<file path="config.mk">
export PLATFORM = sky130hd
export DESIGN_NAME = eth_tx_top
export DESIGN_NICKNAME = d
export VERILOG_FILES = /design/src/hw/eth_tx_pkg.sv /design/src/hw/eth_tx_top.sv /design/src/hw/mac_tx.sv /design/src/hw/mac_tx_mode.sv /design/src/hw/ip_tx.sv /design/src/hw/arp_tx.sv /design/src/hw/crc32_d8.sv
export VERILOG_INCLUDE_DIRS = /design/src /design/src/hw
export SDC_FILE = /design/constraint.sdc
export NUM_CORES = 1
export LEC_CHECK = 0
export BUFFER_PORTS_ARGS = -buffer_cell sky130_fd_sc_hd__buf_2
export CAP_MARGIN = 40
export CORE_ASPECT_RATIO = 0.6
export CORE_MARGIN = 2
export CORE_UTILIZATION = 50
export CTS_CLUSTER_SIZE = 10
export DETAILED_ROUTE_END_ITERATION = 16
export HOLD_SLACK_MARGIN = 0.06
export PLACE_DENSITY = 0.69
export SLEW_MARGIN = 10
export SYNTH_ARGS = -nofsm -noshare
export SYNTH_HDL_FRONTEND = slang
export SYNTH_SLANG_ARGS = --single-unit
</file>
<file path="constraint.sdc">
create_clock -name clk -period 5.6 [get_ports clk]
set_input_delay 0.28 -clock clk [delete_from_list [all_inputs] [get_ports clk]]
set_output_delay 0.28 -clock clk [all_outputs]
set_load 0.005 [all_outputs]
</file>
<file path="src/hw/eth_tx_cfg.svh">
/*
 * build constants of the transmit path.
 * include in any module that needs addresses or frame limits.
 */
`ifndef ETH_TX_CFG_SVH
`define ETH_TX_CFG_SVH

// station addresses.
`define ETH_LOCAL_MAC 48'h02_00_00_00_00_01
`define ETH_LOCAL_IP  32'hC0_A8_01_0A

// payload buffer in bytes, power of two.
`define IP_PAYLOAD_DEPTH 64

// frame limits.
`define ETH_MIN_FRAME 60
`define ETH_IFG       12

`endif
</file>
<file path="src/hw/eth_tx_pkg.sv">
/*
 * shared types of the ethernet transmit path.
 * imported by the frame sources, the arbiter, the framer and the top level.
 */
`default_nettype none

package eth_tx_pkg;

  typedef logic [47:0] mac_addr_t;
  typedef logic [31:0] ip_addr_t;
  typedef logic [7:0]  byte_t;

  // arbiter state, one-hot.
  typedef enum logic [2:0] {
    TX_IDLE = 3'b001,
    TX_ARP  = 3'b010,
    TX_IP   = 3'b100
  } tx_sel_t;

endpackage

`default_nettype wire

</file>
<file path="src/hw/eth_tx_top.sv">
/*
 * ethernet/ipv4 transmit top level.
 * arp and ip sources share one mac framer through the arbiter.
 */
`timescale 1ns/10ps
`default_nettype none

module eth_tx_top (
  input  wire logic                  clk,
  input  wire logic                  rst_n,
  input  wire logic                  arp_send,
  input  wire eth_tx_pkg::ip_addr_t  arp_target_ip,
  input  wire logic                  ip_wr,
  input  wire eth_tx_pkg::byte_t     ip_wr_data,
  input  wire logic                  ip_send,
  input  wire eth_tx_pkg::mac_addr_t ip_dst_mac,
  input  wire eth_tx_pkg::ip_addr_t  ip_dst_ip,
  input  wire eth_tx_pkg::byte_t     ip_protocol,
  output logic                       arp_busy,
  output logic                       ip_busy,
  output logic                       gmii_tx_en,
  output eth_tx_pkg::byte_t          gmii_txd
);
  import eth_tx_pkg::*;

  logic        arp_req, arp_grant, arp_valid, arp_last;
  byte_t       arp_data;
  logic        ip_req, ip_grant, ip_valid, ip_last;
  byte_t       ip_data;
  logic        mac_valid, mac_last, mac_busy;
  byte_t       mac_data;
  logic        crc_init, crc_en;
  byte_t       crc_data;
  logic [31:0] crc_out;

  arp_tx u_arp_tx (
    .clk(clk), .rst_n(rst_n), .send(arp_send), .target_ip(arp_target_ip),
    .req(arp_req), .grant(arp_grant), .valid(arp_valid), .data(arp_data),
    .last(arp_last), .busy(arp_busy)
  );

  ip_tx u_ip_tx (
    .clk(clk), .rst_n(rst_n), .wr(ip_wr), .wr_data(ip_wr_data), .send(ip_send),
    .dst_mac(ip_dst_mac), .dst_ip(ip_dst_ip), .protocol(ip_protocol),
    .req(ip_req), .grant(ip_grant), .valid(ip_valid), .data(ip_data),
    .last(ip_last), .busy(ip_busy)
  );

  mac_tx_mode u_mac_tx_mode (
    .clk(clk), .rst_n(rst_n),
    .arp_req(arp_req), .arp_grant(arp_grant), .arp_valid(arp_valid),
    .arp_data(arp_data), .arp_last(arp_last),
    .ip_req(ip_req), .ip_grant(ip_grant), .ip_valid(ip_valid),
    .ip_data(ip_data), .ip_last(ip_last),
    .busy(mac_busy), .mac_valid(mac_valid), .mac_data(mac_data), .mac_last(mac_last)
  );

  mac_tx u_mac_tx (
    .clk(clk), .rst_n(rst_n), .mac_valid(mac_valid), .mac_data(mac_data),
    .mac_last(mac_last), .busy(mac_busy), .crc_init(crc_init), .crc_en(crc_en),
    .crc_data(crc_data), .crc_out(crc_out), .gmii_tx_en(gmii_tx_en), .gmii_txd(gmii_txd)
  );

  crc32_d8 u_crc32_d8 (
    .clk(clk), .rst_n(rst_n), .init(crc_init), .en(crc_en), .data(crc_data), .crc(crc_out)
  );

endmodule

`default_nettype wire

</file>
<file path="src/hw/mac_tx.sv">
/*
 * mac framer with gmii-style output.
 * puts preamble and sfd ahead of the body through an 8-byte delay line,
 * pads to the minimum length, appends the fcs and holds the interframe gap.
 */
`timescale 1ns/10ps
`default_nettype none
`include "eth_tx_cfg.svh"

module mac_tx (
  input  wire logic              clk,
  input  wire logic              rst_n,
  input  wire logic              mac_valid,
  input  wire eth_tx_pkg::byte_t mac_data,
  input  wire logic              mac_last,
  output logic                   busy,
  output logic                   crc_init,
  output logic                   crc_en,
  output eth_tx_pkg::byte_t      crc_data,
  input  wire logic [31:0]       crc_out,
  output logic                   gmii_tx_en,
  output eth_tx_pkg::byte_t      gmii_txd
);
  import eth_tx_pkg::*;

  localparam int MIN_FRAME = `ETH_MIN_FRAME;
  localparam int IFG       = `ETH_IFG;

  typedef enum logic [2:0] {PH_IDLE, PH_PRE, PH_BODY, PH_PAD, PH_FCS, PH_GAP} phase_t;

  phase_t     phase;
  logic [6:0] cnt;
  byte_t      dly [8];
  logic [7:0] dly_v;
  logic [7:0] dly_l;

  always_ff @(posedge clk)
  begin
    dly[0] <= mac_data;
    for (int i = 1; i < 8; i++)
      dly[i] <= dly[i-1];
  end

  always_ff @(posedge clk or negedge rst_n)
  begin
    if (!rst_n)
    begin
      dly_v <= '0;
      dly_l <= '0;
    end
    else
    begin
      dly_v <= {dly_v[6:0], mac_valid};
      dly_l <= {dly_l[6:0], mac_last};
    end
  end

  always_ff @(posedge clk or negedge rst_n)
  begin
    if (!rst_n)
    begin
      phase      <= PH_IDLE;
      cnt        <= '0;
      gmii_tx_en <= 1'b0;
      gmii_txd   <= '0;
    end
    else
    begin
      case (phase)
        PH_IDLE:
        begin
          if (mac_valid)
          begin
            phase      <= PH_PRE;
            cnt        <= 7'd1;
            gmii_tx_en <= 1'b1;
            gmii_txd   <= 8'h55; // first preamble byte.
          end
        end
        PH_PRE:
        begin
          if (cnt == 7'd7)
          begin
            phase    <= PH_BODY;
            cnt      <= '0;
            gmii_txd <= 8'hD5; // sfd.
          end
          else
          begin
            cnt      <= cnt + 7'd1;
            gmii_txd <= 8'h55;
          end
        end
        PH_BODY:
        begin
          if (dly_v[7])
          begin
            gmii_txd <= dly[7];
            cnt      <= cnt + 7'd1;
            if (dly_l[7])
            begin
              if (cnt < 7'(MIN_FRAME - 1))
                phase <= PH_PAD;
              else
              begin
                phase <= PH_FCS;
                cnt   <= '0;
              end
            end
          end
        end
        PH_PAD:
        begin
          gmii_txd <= '0;
          if (cnt == 7'(MIN_FRAME - 1))
          begin
            phase <= PH_FCS;
            cnt   <= '0;
          end
          else
            cnt <= cnt + 7'd1;
        end
        PH_FCS:
        begin
          gmii_txd <= crc_out[cnt[1:0] * 8 +: 8]; // low byte first.
          if (cnt == 7'd3)
          begin
            phase <= PH_GAP;
            cnt   <= '0;
          end
          else
            cnt <= cnt + 7'd1;
        end
        PH_GAP:
        begin
          gmii_tx_en <= 1'b0;
          gmii_txd   <= '0;
          if (cnt == 7'(IFG - 1))
          begin
            phase <= PH_IDLE;
            cnt   <= '0;
          end
          else
            cnt <= cnt + 7'd1;
        end
        default:
          phase <= PH_IDLE;
      endcase
    end
  end

  // crc sees exactly the bytes loaded into gmii_txd for body and pad.
  assign crc_init = (phase == PH_PRE);
  assign crc_en   = ((phase == PH_BODY) && dly_v[7]) || (phase == PH_PAD);
  assign crc_data = (phase == PH_BODY) ? dly[7] : 8'h00;
  assign busy     = (phase != PH_IDLE);

endmodule

`default_nettype wire

</file>
<file path="src/hw/mac_tx_mode.sv">
/*
 * arbiter between the arp and ip sources.
 * grants one requester while the framer is idle, arp first, and
 * forwards the granted stream to the framer one cycle later.
 */
`timescale 1ns/10ps
`default_nettype none

module mac_tx_mode (
  input  wire logic              clk,
  input  wire logic              rst_n,
  input  wire logic              arp_req,
  output logic                   arp_grant,
  input  wire logic              arp_valid,
  input  wire eth_tx_pkg::byte_t arp_data,
  input  wire logic              arp_last,
  input  wire logic              ip_req,
  output logic                   ip_grant,
  input  wire logic              ip_valid,
  input  wire eth_tx_pkg::byte_t ip_data,
  input  wire logic              ip_last,
  input  wire logic              busy,
  output logic                   mac_valid,
  output eth_tx_pkg::byte_t      mac_data,
  output logic                   mac_last
);
  import eth_tx_pkg::*;

  tx_sel_t state;
  tx_sel_t next_state;

  always_ff @(posedge clk or negedge rst_n)
  begin
    if (!rst_n)
      state <= TX_IDLE;
    else
      state <= next_state;
  end

  // single-cycle grant strobes, arp wins a tie.
  assign arp_grant = (state == TX_IDLE) && !busy && arp_req;
  assign ip_grant  = (state == TX_IDLE) && !busy && !arp_req && ip_req;

  always_comb
  begin
    next_state = state;
    case (state)
      TX_IDLE:
      begin
        if (arp_grant)
          next_state = TX_ARP;
        else if (ip_grant)
          next_state = TX_IP;
      end
      TX_ARP:
      begin
        if (arp_valid && arp_last)
          next_state = TX_IDLE;
      end
      TX_IP:
      begin
        if (ip_valid && ip_last)
          next_state = TX_IDLE;
      end
      default:
        next_state = TX_IDLE;
    endcase
  end

  always_ff @(posedge clk or negedge rst_n)
  begin
    if (!rst_n)
    begin
      mac_valid <= 1'b0;
      mac_data  <= '0;
      mac_last  <= 1'b0;
    end
    else if (state == TX_ARP)
    begin
      mac_valid <= arp_valid;
      mac_data  <= arp_data;
      mac_last  <= arp_last;
    end
    else if (state == TX_IP)
    begin
      mac_valid <= ip_valid;
      mac_data  <= ip_data;
      mac_last  <= ip_last;
    end
    else
    begin
      mac_valid <= 1'b0;
      mac_data  <= '0;
      mac_last  <= 1'b0;
    end
  end

  assert property (@(posedge clk) disable iff (!rst_n) !(arp_grant && ip_grant));
  // source answers the grant at once, framer sees it one cycle later.
  assert property (@(posedge clk) disable iff (!rst_n) (arp_grant || ip_grant) |-> ##2 mac_valid);

endmodule

`default_nettype wire

</file>
<file path="src/hw/ip_tx.sv">
/*
 * ipv4 packet source.
 * wr fills the payload buffer; send builds the header, folds its checksum
 * in three cycles, raises req and streams mac header, ip header and payload.
 */
`timescale 1ns/10ps
`default_nettype none
`include "eth_tx_cfg.svh"

module ip_tx (
  input  wire logic                  clk,
  input  wire logic                  rst_n,
  input  wire logic                  wr,
  input  wire eth_tx_pkg::byte_t     wr_data,
  input  wire logic                  send,
  input  wire eth_tx_pkg::mac_addr_t dst_mac,
  input  wire eth_tx_pkg::ip_addr_t  dst_ip,
  input  wire eth_tx_pkg::byte_t     protocol,
  output logic                       req,
  input  wire logic                  grant,
  output logic                       valid,
  output eth_tx_pkg::byte_t          data,
  output logic                       last,
  output logic                       busy
);
  import eth_tx_pkg::*;

  localparam int       DEPTH    = `IP_PAYLOAD_DEPTH;
  localparam int       AW       = $clog2(DEPTH);
  localparam int       HDR_LEN  = 34; // mac 14 plus ip 20.
  localparam int       IW       = $clog2(HDR_LEN + DEPTH);
  localparam ip_addr_t LOCAL_IP = `ETH_LOCAL_IP;

  typedef enum logic [2:0] {S_IDLE, S_SUM, S_FOLD, S_CSUM, S_REQ, S_SEND} ip_state_t;

  ip_state_t          state;
  byte_t              mem [DEPTH];
  logic [AW:0]        count;
  logic [IW-1:0]      idx;
  logic [AW-1:0]      rd_addr;
  mac_addr_t          dst_mac_q;
  ip_addr_t           dst_ip_q;
  byte_t              proto_q;
  logic [15:0]        ident;
  logic [15:0]        tot_len;
  logic [15:0]        csum;
  logic [18:0]        sum_a;
  logic [18:0]        sum_b;
  logic [19:0]        sum_all;
  logic [16:0]        fold;
  logic [HDR_LEN*8-1:0] hdr;
  logic               accept_send;
  logic               accept_wr;

  assign accept_send = send && (state == S_IDLE) && (count != '0); // empty sends dropped.
  assign accept_wr   = wr && (state == S_IDLE) && !accept_send && (count < (AW+1)'(DEPTH));
  assign tot_len     = 16'd20 + 16'(count);
  assign sum_all     = 20'(sum_a) + 20'(sum_b);

  always_ff @(posedge clk)
  begin
    if (accept_wr)
      mem[count[AW-1:0]] <= wr_data;
    if (accept_send)
    begin
      dst_mac_q <= dst_mac;
      dst_ip_q  <= dst_ip;
      proto_q   <= protocol;
    end
    if (state == S_SUM)
    begin
      sum_a <= 19'h04500 + 19'(tot_len) + 19'(ident) + 19'h04000 + 19'({8'd64, proto_q});
      sum_b <= 19'(LOCAL_IP[31:16]) + 19'(LOCAL_IP[15:0])
             + 19'(dst_ip_q[31:16]) + 19'(dst_ip_q[15:0]);
    end
    if (state == S_FOLD)
      fold <= 17'(sum_all[15:0]) + 17'(sum_all[19:16]);
    if (state == S_CSUM)
      csum <= ~(fold[15:0] + 16'(fold[16])); // second fold cannot carry.
  end

  always_ff @(posedge clk or negedge rst_n)
  begin
    if (!rst_n)
    begin
      state <= S_IDLE;
      count <= '0;
      idx   <= '0;
      req   <= 1'b0;
      ident <= '0;
    end
    else
    begin
      case (state)
        S_IDLE:
        begin
          if (accept_send)
            state <= S_SUM;
          else if (accept_wr)
            count <= count + 1'b1;
        end
        S_SUM:
          state <= S_FOLD;
        S_FOLD:
          state <= S_CSUM;
        S_CSUM:
        begin
          state <= S_REQ;
          req   <= 1'b1;
        end
        S_REQ:
        begin
          if (grant)
          begin
            req   <= 1'b0;
            idx   <= '0;
            state <= S_SEND;
          end
        end
        S_SEND:
        begin
          if (last)
          begin
            state <= S_IDLE;
            count <= '0;
            ident <= ident + 16'd1; // next packet id.
          end
          else
            idx <= idx + 1'b1;
        end
        default:
          state <= S_IDLE;
      endcase
    end
  end

  assign hdr = {dst_mac_q, `ETH_LOCAL_MAC, 16'h0800, 8'h45, 8'h00, tot_len, ident,
                16'h4000, 8'd64, proto_q, csum, LOCAL_IP, dst_ip_q};

  assign rd_addr = AW'(idx - IW'(HDR_LEN));

  always_comb
  begin
    if (idx < IW'(HDR_LEN))
      data = hdr[(HDR_LEN - 1 - idx) * 8 +: 8];
    else
      data = mem[rd_addr];
  end

  assign valid = (state == S_SEND);
  assign last  = valid && (idx == IW'(HDR_LEN - 1 + count));
  assign busy  = (state != S_IDLE);

  assert property (@(posedge clk) disable iff (!rst_n) count <= (AW+1)'(DEPTH));

endmodule

`default_nettype wire

</file>
<file path="src/hw/arp_tx.sv">
/*
 * arp request source.
 * send latches the target ip and raises req; after the grant the
 * 42-byte body (mac header plus arp fields) streams without gaps.
 */
`timescale 1ns/10ps
`default_nettype none
`include "eth_tx_cfg.svh"

module arp_tx (
  input  wire logic                 clk,
  input  wire logic                 rst_n,
  input  wire logic                 send,
  input  wire eth_tx_pkg::ip_addr_t target_ip,
  output logic                      req,
  input  wire logic                 grant,
  output logic                      valid,
  output eth_tx_pkg::byte_t         data,
  output logic                      last,
  output logic                      busy
);
  import eth_tx_pkg::*;

  localparam int FRAME_LEN = 42;

  ip_addr_t               tgt_ip;
  logic [5:0]             idx;
  logic                   active;
  logic [FRAME_LEN*8-1:0] frame;

  always_ff @(posedge clk)
  begin
    if (send && !busy)
      tgt_ip <= target_ip;
  end

  always_ff @(posedge clk or negedge rst_n)
  begin
    if (!rst_n)
    begin
      req    <= 1'b0;
      active <= 1'b0;
      idx    <= '0;
    end
    else
    begin
      if (send && !busy)
        req <= 1'b1;
      else if (grant)
        req <= 1'b0;
      if (grant)
      begin
        active <= 1'b1;
        idx    <= '0;
      end
      else if (active)
      begin
        idx <= idx + 6'd1;
        if (last)
          active <= 1'b0;
      end
    end
  end

  // broadcast header, then an arp request with zero target mac.
  assign frame = {48'hFFFF_FFFF_FFFF, `ETH_LOCAL_MAC, 16'h0806,
                  16'h0001, 16'h0800, 8'h06, 8'h04, 16'h0001,
                  `ETH_LOCAL_MAC, `ETH_LOCAL_IP, 48'h0, tgt_ip};

  assign valid = active;
  assign data  = frame[(FRAME_LEN - 1 - idx) * 8 +: 8]; // first byte at the top.
  assign last  = active && (idx == 6'(FRAME_LEN - 1));
  assign busy  = req || active;

  // a stream never starts on its own.
  assert property (@(posedge clk) disable iff (!rst_n) $rose(valid) |-> $past(grant));

endmodule

`default_nettype wire

</file>
<file path="src/hw/crc32_d8.sv">
/*
 * ethernet fcs engine, one byte per clock.
 * init presets the register, en folds in data; crc[7:0] goes out first.
 */
`timescale 1ns/10ps
`default_nettype none

module crc32_d8 (
  input  wire logic              clk,
  input  wire logic              rst_n,
  input  wire logic              init,
  input  wire logic              en,
  input  wire eth_tx_pkg::byte_t data,
  output logic [31:0]            crc
);

  logic [31:0] crc_q;

  // reflected 04C11DB7, data lsb first.
  function automatic logic [31:0] crc_step(input logic [31:0] c, input logic [7:0] d);
    logic [31:0] r;
    r = c;
    for (int i = 0; i < 8; i++)
    begin
      r = (r[0] ^ d[i]) ? ((r >> 1) ^ 32'hEDB8_8320) : (r >> 1);
    end
    return r;
  endfunction

  always_ff @(posedge clk or negedge rst_n)
  begin
    if (!rst_n)
      crc_q <= '1;
    else if (init)
      crc_q <= '1;
    else if (en)
      crc_q <= crc_step(crc_q, data);
  end

  assign crc = ~crc_q; // final inversion.

endmodule

`default_nettype wire

</file>
==> impl_metrics.tcl, run 1 <==
set metrics [dict create \
    status "completed" \
    grt.total_usage_pct 24.6 \
    period_minus_slack_ns 4.49 \
    htree_levels 3 \
    layout_setup_ws_ns 1.11 \
    timing_worst_setup_path_type "reg -> reg" \
    overflow 0 \
    clk_pin_slew_ns 0.06 \
    clockBufferDepth 3 \
    finalSetupViolCount 0 \
    die_height_um 219 \
    drtAntennaViolNets 0 \
    grt_pass1_wl_mm 144 \
    die_w_um 362 \
    power.leakage_uw 0.0152 \
    worstSetupEndpointType "flip-flop" \
    pre_cts_ws_ns 1.19 \
    drcViolationCount 0 \
    yosysUniqueCellTypes 77 \
    cp_data_required_time_ns 5.98 \
    clock-root-buffer "clkbuf_16" \
    start_util_pct 50.7 \
    finClkSkew_ns 0.0392 \
    cts_buffers 98 \
    grt_start_max_net_pins 73 \
    start_kind "flip-flop" \
    hold_ws_ns 0.146 \
    core_area_um2 75700 \
    synth_seq_area_share_pct 66.2 \
    cts_setup_buffers 0 \
    fin_setup_tns_ns 0 \
    synthCells 2454 \
    synth_edf_count 701 \
    grt_setup_unrepaired "false" \
    antenna_found_initial 3 \
    drive_gt1_share_pct 19.6 \
    cpPeakStageDelay_ns 0.45 \
    fin_crit_sh_pct 80.1 \
    worstPathCellList "ha_1 -> a211o_1 -> or3_1 -> o211ai_1 -> a211oi_1 -> o21a_1 -> o41ai_1 -> o21ai_0 -> ha_1 -> a21oi_1 -> nor2_1 -> nand2_1 -> nor4_1 -> nand4_1 -> xor2_1" \
    crit_slowest_cell "ha_1" \
    syn2layout_area_growth_pct 15.9 \
    max_freq_mhz 223 \
    grt_pass1_vias 22800 \
    relSlewSlack_pct 31.0 \
    n_fill_cell 5618 \
    die-area_um2 79100 \
    diodes 0 \
    post-place-cells 3536 \
    synth_area_um2 38400 \
    vias_per_cell 6.06 \
    final-hold-violation-count 0 \
    place.gp.congestion 0.940 \
    worst_slew_pin_slew_ns 1.04 \
    layout.nets 2973 \
    final_max_slew_viol_count 0 \
    arrival_ns 4.86 \
    synthFlopType "edfxtp_1" \
    avgRoutedWirePerCell_um 25.3 \
    vdd_drop_max_v 0.000286 \
    cts_resized 0 \
    synth_seq_cells 887 \
    vias 23100 \
    hp-class "in -> async" \
    final_common_cell "edfxtp_1" \
    layout_common_cells "edfxtp_1 (701), nor2_1 (205), mux4_2 (190)" \
    clock-sinks 887 \
    dpl.hpwl_mm 64.5 \
    crit_top_cell "ha_1" \
    synth_nets 2666 \
    io_buffers 143 \
    synth_warnings 0 \
    cellPowerDensity_nw_per_um2 295 \
    drt_pass1_iterations 6 \
    cts_tree "yes" \
    drt_iter0_markers 3108 \
    syn_area_per_cell_um2 15.6 \
    postRouteWirelength_mm 96.4 \
    synthArstFlopShare_pct 13.8 \
    final_cells 3805 \
    pin_count 144 \
    worstSkewPairLatency_ns 0.67 \
    cp_max_fo 13 \
    cap_violations 0 \
    rows 78 \
]
[report_power, final]
| group | switching (uW) | internal, uW | leakage [uW] | total [uW] |
|---|---|---|---|---|
| sequential | 3.59 | 7120 | 0.00831 | 7120 |
| clock | 2530 | 3240 | 0.00133 | 5760 |
| combinational | 124 | 105 | 0.00557 | 229 |
[synthesized netlist by cell type (all sizes together) (8+ instances only)]
master	n	area [um^2]
a21oi	103	515
mux2i	24	240
clkbuf	61	229
dfstp	33	867
a211oi	17	128
mux4	190	4280
nor2	207	777
ha	67	838
nand2	99	372
nand2b	19	119
and3	14	87.6
a21o	13	97.6
a211o	8	70.1
xnor2	115	1010
o211ai	11	82.6
o21ai	91	455
dfxtp	64	1280
fa	12	240
buf	44	244
a22oi	9	67.6
inv	78	293
nand3b	9	67.6
nor3b	10	80.1
nor3	39	195
o21bai	9	67.6
or3	12	75.1
nand4	18	113
mux2	16	180
xor2	80	708
o22ai	8	50.1
nor2b	26	163
a31oi	16	100
nand3	55	275
and2	8	50.1
dfrtp	89	2230
edfxtp	701	21100
[final timing paths]
kind / from / endpoint / slack (ns) / depth (start not counted)
worst max-delay path: u_ip_tx.sum_b[5] / u_ip_tx.fold[15] / 1.11 / 15
worst min-delay path: rst_n / u_ip_tx.ident[13] / 0.15 / 3
worst max register to register: u_ip_tx.sum_b[5] / u_ip_tx.fold[15] / 1.11 / 15
worst min register to register: u_mac_tx.dly[0][17] / u_mac_tx.dly[0][25] / 0.32 / 0
max in group asynchronous: rst_n / u_arp_tx.valid / 4.28 / 4
min in group clk: ip_wr_data[2] / u_ip_tx.mem[12][2] / 0.15 / 1
[through the flow]
stage	instance area (um^2)	total power (uW)	util, %
after global placement	40200	7390	53.0
after CTS	44400	13200	58.7
final	44500	13100	58.7
after global routing	44500	13500	58.7
after detailed placement	40400	7410	53.4
after floorplan	38400	7260	-
[sequential cells by signal, indices dropped and copies added (netlist names), 16 cells and up]
name / flops
u_arp_tx.tgt_ip: 32
u_crc32_d8.crc_q: 32
u_ip_tx.csum: 16
u_ip_tx.dst_ip_q: 32
u_ip_tx.dst_mac_q: 48
u_ip_tx.fold: 17
u_ip_tx.ident: 16
u_ip_tx.mem: 512
u_ip_tx.sum_a: 18
u_ip_tx.sum_b: 18
u_mac_tx.dly: 64
[repair_timing]
item,in CTS,in global routing
hold endpoints to repair,219,0
setup endpoints to repair,0,0
hold buffers,123,0
[layout make-up]
| class | count | area [um^2] | area share, % |
|---|---|---|---|
| inverter | 78 | 293 | 0.658 |
| timing repair buffer | 312 | 2480 | 5.59 |
| sequential | 887 | 25400 | 57.2 |
| multi-input combinational | 1384 | 12300 | 27.5 |
| clock inverter | 7 | 153 | 0.343 |
| clock buffer | 137 | 2620 | 5.89 |
| tap | 1000 | 1250 | 2.81 |
[metal layers]
layer  track usage [%]  up-vias  part of all wire (%)
met5             0.858        -                 0.099
met4              4.68        2                   1.5
met3              6.64      123                    11
met2              34.1     1168                    42
met1              39.0    11800                    45
li1                  -    10000                     -
[kinds of logic after synthesis]
family | after synthesis | synth area share, %
flip-flops | 887 | 66.2
buffers and inverters | 183 | 2.00
adder cells (fa/ha/maj) | 79 | 2.81
multiplexers | 230 | 12.2
AND/OR/NAND/NOR | 534 | 6.56
XOR/XNOR | 195 | 4.49
AO/OA/AOI/OAI | 346 | 5.65
[critical path: cells and delay by family (launching register included)]
kind,cells,cell delay (ns)
compound gates,7,1.58
xor+xnor,1,0.17
fa+ha+maj,2,0.81
flops,1,0.38
simple gates,5,1.26
Note: power is estimated with default switching activity, not from simulation.
==> inputs of run 2 (changes only) <==
- PLACE_DENSITY: 0.69 -> 0.67
- clock period: 5.6 -> 4.6 ns (I/O delays scaled with it)
==> run 2 against run 1 <==
Clock power is 21% higher; non-clock buffer count rose by 16; die area unchanged; combinational power increased by 19%; first-iteration DRC count decreased by 7.8%; sequential power is 22% higher; largest power group unchanged; via count decreased by 0.99%; core utilization barely moved; critical path depth increased by 1; register-to-register slack worse by 0.80 ns.
==> impl_metrics.tcl, run 2 (synthesis results as in run 1) <==
set metrics [dict create \
    cp_data_required_time_ns 5.00 \
    worst_slew_pin_slew_ns 1.12 \
    finalSetupViolCount 0 \
    status "completed" \
    hp-class "in -> reg" \
    grt_start_max_net_pins 170 \
    clockBufferDepth 3 \
    fin_crit_sh_pct 93.1 \
    die_height_um 219 \
    vias_per_cell 5.98 \
    dpl.hpwl_mm 63.6 \
    pre_cts_ws_ns 0.348 \
    worstSkewPairLatency_ns 0.68 \
    diodes 0 \
    cp_max_fo 3 \
    vias 22800 \
    syn2layout_area_growth_pct 15.9 \
    grt.total_usage_pct 24.2 \
    fin_setup_tns_ns 0 \
    clock-sinks 887 \
    rows 78 \
    arrival_ns 4.69 \
    layout_setup_ws_ns 0.316 \
    start_util_pct 50.7 \
    drive_gt1_share_pct 20.2 \
    clk_pin_slew_ns 0.06 \
    antenna_found_initial 4 \
    place.gp.congestion 0.941 \
    final_area_um2 44500 \
    die-area_um2 79100 \
    worstSetupEndpointType "flip-flop" \
    drcViolationCount 0 \
    pin_count 144 \
    layout_common_cells "edfxtp_1 (701), nor2_1 (205), mux4_2 (190)" \
    core_area_um2 75700 \
    htree_levels 3 \
    die_w_um 362 \
    grt_pass1_vias 22100 \
    final_max_slew_viol_count 0 \
    placed_cell_area_um2 40500 \
    cts_buffers 98 \
    drt_pass1_iterations 6 \
    drtAntennaViolNets 0 \
    final_common_cell "edfxtp_1" \
    grt_setup_unrepaired "false" \
    avgRoutedWirePerCell_um 24.8 \
    overflow 0 \
    max_freq_mhz 233 \
    timing_worst_setup_path_type "reg -> reg" \
    clock-root-buffer "clkbuf_16" \
    layout.nets 2989 \
    finClkSkew_ns 0.0364 \
    relSlewSlack_pct 25.6 \
    vdd_drop_max_v 0.000293 \
    largest_reg_flops 512 \
    drt_iter0_markers 2866 \
    cts_tree "yes" \
    postRouteWirelength_mm 94.7 \
    post-place-cells 3551 \
    io_buffers 143 \
    final-hold-violation-count 0 \
    cellPowerDensity_nw_per_um2 357 \
    period_minus_slack_ns 4.28 \
    grt_pass1_wl_mm 141 \
    final_cells 3818 \
    start_kind "flip-flop" \
    power.leakage_uw 0.0152 \
    cap_violations 0 \
    p_total_uw 15900 \
]
[run 2: cell count changes in the layout (fill, tap and decap cells not counted), moves of 2 or more]
| cell | delta |
|---|---|
| buf_4 | +21 |
| buf_16 | -4 |
| buf_8 | -2 |
| clkbuf_1 | -2 |
| clkinv_8 | +2 |
[run 2: metal layers]
metal | global-route usage (%) | vias up | wire, um
met4 | 5.31 | 2 | 1610
met3 | 7.86 | 131 | 10400
met5 | 1.10 | - | 120
li1 | - | 10000 | -
met1 | 37.7 | 11600 | 43300
met2 | 32.7 | 1080 | 39200
[run 2: final timing paths]
path                                     startpoint             endpoint  slack [ns]  cells after the start
worst min-delay path                          ip_wr     u_ip_tx.count[2]        0.17                      5
worst max register to register     u_ip_tx.sum_b[5]     u_ip_tx.fold[14]        0.32                     16
worst min register to register  u_mac_tx.dly[0][29]   u_mac_tx.dly[1][5]        0.32                      0
worst max-delay path               u_ip_tx.sum_b[5]     u_ip_tx.fold[14]        0.32                     16
max in group asynchronous                     rst_n  u_crc32_d8.crc_q[4]        3.34                      3
min in group asynchronous                     rst_n    u_ip_tx.ident[12]        0.19                      2
[run 2: worst max-delay path: stages (launching register included)]
cell      delay [ns]
edfxtp_1        0.36
ha_1            0.31
a211o_1         0.33
or3_1           0.36
o211ai_1        0.23
a211oi_1        0.12
o21a_1          0.22
o41ai_1         0.40
xnor2_1         0.18
ha_1            0.20
fa_1            0.22
a21oi_1         0.08
nor2_1          0.20
nand2_1         0.14
nor3_1          0.30
nand3b_1        0.19
xor2_1          0.17
[run 2: layout make-up]
class	count	area, um^2
flip-flops and latches	887	25400
clock buffers	134	2590
multi-input cells	1384	12300
fillers	5675	31200
well taps	1000	1250
clock inverters	7	151
repair buffers	328	2520
inverters	78	293
[run 2: per-stage QoR]
step | hold slack [ns] | utilization [%]
after floorplan | -0.0656 | -
after global placement | 0.312 | 53.4
after detailed placement | 0.312 | 53.5
after CTS | 0.114 | 58.7
after global routing | 0.158 | 58.8
final | 0.166 | 58.8
[run 2: what timing repair did]
action                                  4_1_cts  5_1_grt
endpoints found under the setup margin        0        1
gates resized for setup                       0        1
hold buffers                                123        0
hold endpoints to repair                    209        0
setup buffers                                 0        0
[run 2: power by group]
part	switching (uW)	internal, uW	leakage [uW]
Combinational	149	123	0.00562
Sequential	3.63	8660	0.00831
Clock	3070	3900	0.00131
==> inputs of run 3 (changes only) <==
==> constraint.sdc (replaced) <==
create_clock -name clk -period 4.6 [get_ports clk]
set_input_delay 0.69 -clock clk [delete_from_list [all_inputs] [get_ports clk]]
set_output_delay 0.69 -clock clk [all_outputs]
set_load 0.005 [all_outputs]
==> run 3 against run 2 <==
First-iteration DRC count fell by 5.7%; combinational power fell by 33%; highest routed layer is now met4; flip-flop and latch count is the same; clock skew up 0.0044 ns; die area unchanged; power is 0.53% higher; core utilization shrank 1.4 points; hold slack worse by 0.12 ns; global-route usage fell by 0.62 points; register-to-register slack better by 0.06 ns; setup slack improved by 0.057 ns; non-clock buffer count down 127.
==> impl_metrics.tcl, run 3 (synthesis results as in run 1) <==
set metrics [dict create \
    overflow 0 \
    largest_reg_flops 512 \
    final_max_slew_viol_count 0 \
    r2r-start "u_ip_tx.sum_b[5]" \
    postRouteWirelength_mm 92.0 \
    power.leakage_uw 0.0148 \
    drcViolationCount 0 \
    drt_pass1_iterations 6 \
    clk_pin_slew_ns 0.06 \
    die_height_um 219 \
    cts_setup_buffers 0 \
    avgRoutedWirePerCell_um 24.8 \
    grt_setup_unrepaired "false" \
    path_buf_inv 0 \
    hold_buffers 0 \
    die-area_um2 79100 \
    cp_top_family "compound AO/OA/AOI/OAI gates" \
    grt_pass1_wl_mm 137 \
    drtAntennaViolNets 0 \
    final_common_cell "edfxtp_1" \
    grt_pass1_vias 21600 \
    die_w_um 362 \
    cap_violations 0 \
    syn2layout_area_growth_pct 13.1 \
    diodes 0 \
    worstPathCellList "ha_1 -> a211o_1 -> or3_1 -> o211ai_1 -> a211oi_1 -> o21a_1 -> o41ai_1 -> o21ai_0 -> ha_1 -> a21oi_1 -> nor2_1 -> nand2_1 -> nor4_2 -> nand4_1 -> xor2_1" \
    grt_start_max_net_pins 141 \
    fin_setup_tns_ns 0 \
    worstSetupEndpointType "flip-flop" \
    clock-root-buffer "clkbuf_16" \
    start_kind "flip-flop" \
    cpPeakStageDelay_ns 0.42 \
    core_area_um2 75700 \
    fin_crit_sh_pct 91.9 \
    worstSkewPairLatency_ns 0.68 \
    crit_slowest_cell "o41ai_1" \
    antenna_found_initial 3 \
    timing_worst_setup_path_type "reg -> reg" \
    place.gp.congestion 0.938 \
    finClkSkew_ns 0.0408 \
    finalSetupViolCount 0 \
    regToRegSetupSlack_ns 0.37 \
    dpl.hpwl_mm 63.1 \
    io_buffers 143 \
    clockBufferDepth 3 \
    vias 22100 \
    clock-sinks 887 \
    grt.total_usage_pct 23.5 \
    worst_slew_pin_slew_ns 0.941 \
    vias_per_cell 5.94 \
    multi_input_area_um2 12300 \
    cellPowerDensity_nw_per_um2 368 \
    critPathLaunch "u_ip_tx.sum_b[5]" \
    pin_count 144 \
    cp_max_fo 5 \
    n_fill_cell 5749 \
    arrival_ns 4.61 \
    hp-class "in -> async" \
    layout_setup_ws_ns 0.373 \
    cts_buffers 99 \
    drt_iter0_markers 2704 \
    layout_common_cells "edfxtp_1 (701), nor2_1 (205), mux4_2 (190)" \
    start_util_pct 50.7 \
    final-hold-violation-count 0 \
    layout.nets 2863 \
    pre_cts_ws_ns 0.331 \
    status "completed" \
    relSlewSlack_pct 37.3 \
    rows 78 \
    cp_data_required_time_ns 4.98 \
    vdd_drop_max_v 0.000368 \
    cts_tree "yes" \
    htree_levels 3 \
    max_freq_mhz 237 \
    drive_gt1_share_pct 20.9 \
    regArea_um2 25400 \
    crit_top_cell "ha_1" \
    period_minus_slack_ns 4.23 \
]
-- run 3: changes by cell type in the layout (fill, tap and decap cells not counted), sizes merged --
cell	previous run	this run
clkbuf	134	152
bufinv	0	1
buf	205	201
dlygate4sd3	123	0
clkinv	5	8
-- run 3: metal layers --
layer	track usage (%)	part of all wire, %
met1	37.3	47
met3	7.52	11
met5	0	0
met2	31.4	41
met4	5.18	1.6
-- run 3: cell type report --
| type | instances | area share, % |
|---|---|---|
| inverter | 78 | 0.674 |
| multi-input combinational | 1384 | 28.2 |
| tap | 1000 | 2.88 |
| sequential | 887 | 58.6 |
| clock buffer | 152 | 6.16 |
| clock inverter | 11 | 0.447 |
| timing repair buffer | 201 | 3.04 |
-- run 3: where the power goes --
part / switching [uW] / total [uW] / internal [uW]
Sequential: 3.57 / 8670 / 8660
Combinational: 127 / 183 / 55.4
Clock: 3080 / 7130 / 4050
Total: 3210 / 16000 / 12800
-- run 3: worst paths after layout --
kind / cells past startpoint / to
worst max-delay path: 15 / u_ip_tx.fold[15]
worst min-delay path: 2 / u_ip_tx.ident[15]
worst max register to register: 15 / u_ip_tx.fold[15]
worst min register to register: 0 / u_mac_tx.dly[1][12]
max in group asynchronous: 2 / u_mac_tx.cnt[1]
min in group clk: 1 / u_ip_tx.dst_mac_q[46]
-- run 3: stage by stage --
stage               hold WS [ns]  cells  power [uW]  area [um^2]  utilization [%]
floorplan                  0.310   2454        8840        38400                -
global placement           0.312   3542        9000        40400             53.4
detailed placement         0.313   3547        9010        40500             53.5
CTS                        0.107   3710       16100        43400             57.3
global route               0.110   3713       16400        43400             57.3
finish                    0.0509   3713       16000        43400             57.3
-- run 3: repair_timing --
item / CTS / global route
setup endpoints to repair: 0 / 1
resized for setup: 0 / 1
hold endpoints to repair: 0 / 0
-- run 3: worst reg2reg max path: stages (launching register included) --
cell      delay, ns
edfxtp_1       0.36
ha_1           0.31
a211o_1        0.33
or3_1          0.36
o211ai_1       0.22
a211oi_1       0.10
o21a_1         0.21
o41ai_1        0.42
o21ai_0        0.20
ha_1           0.36
a21oi_1        0.11
nor2_1         0.12
nand2_1        0.15
nor4_2         0.36
nand4_1        0.16
xor2_1         0.18
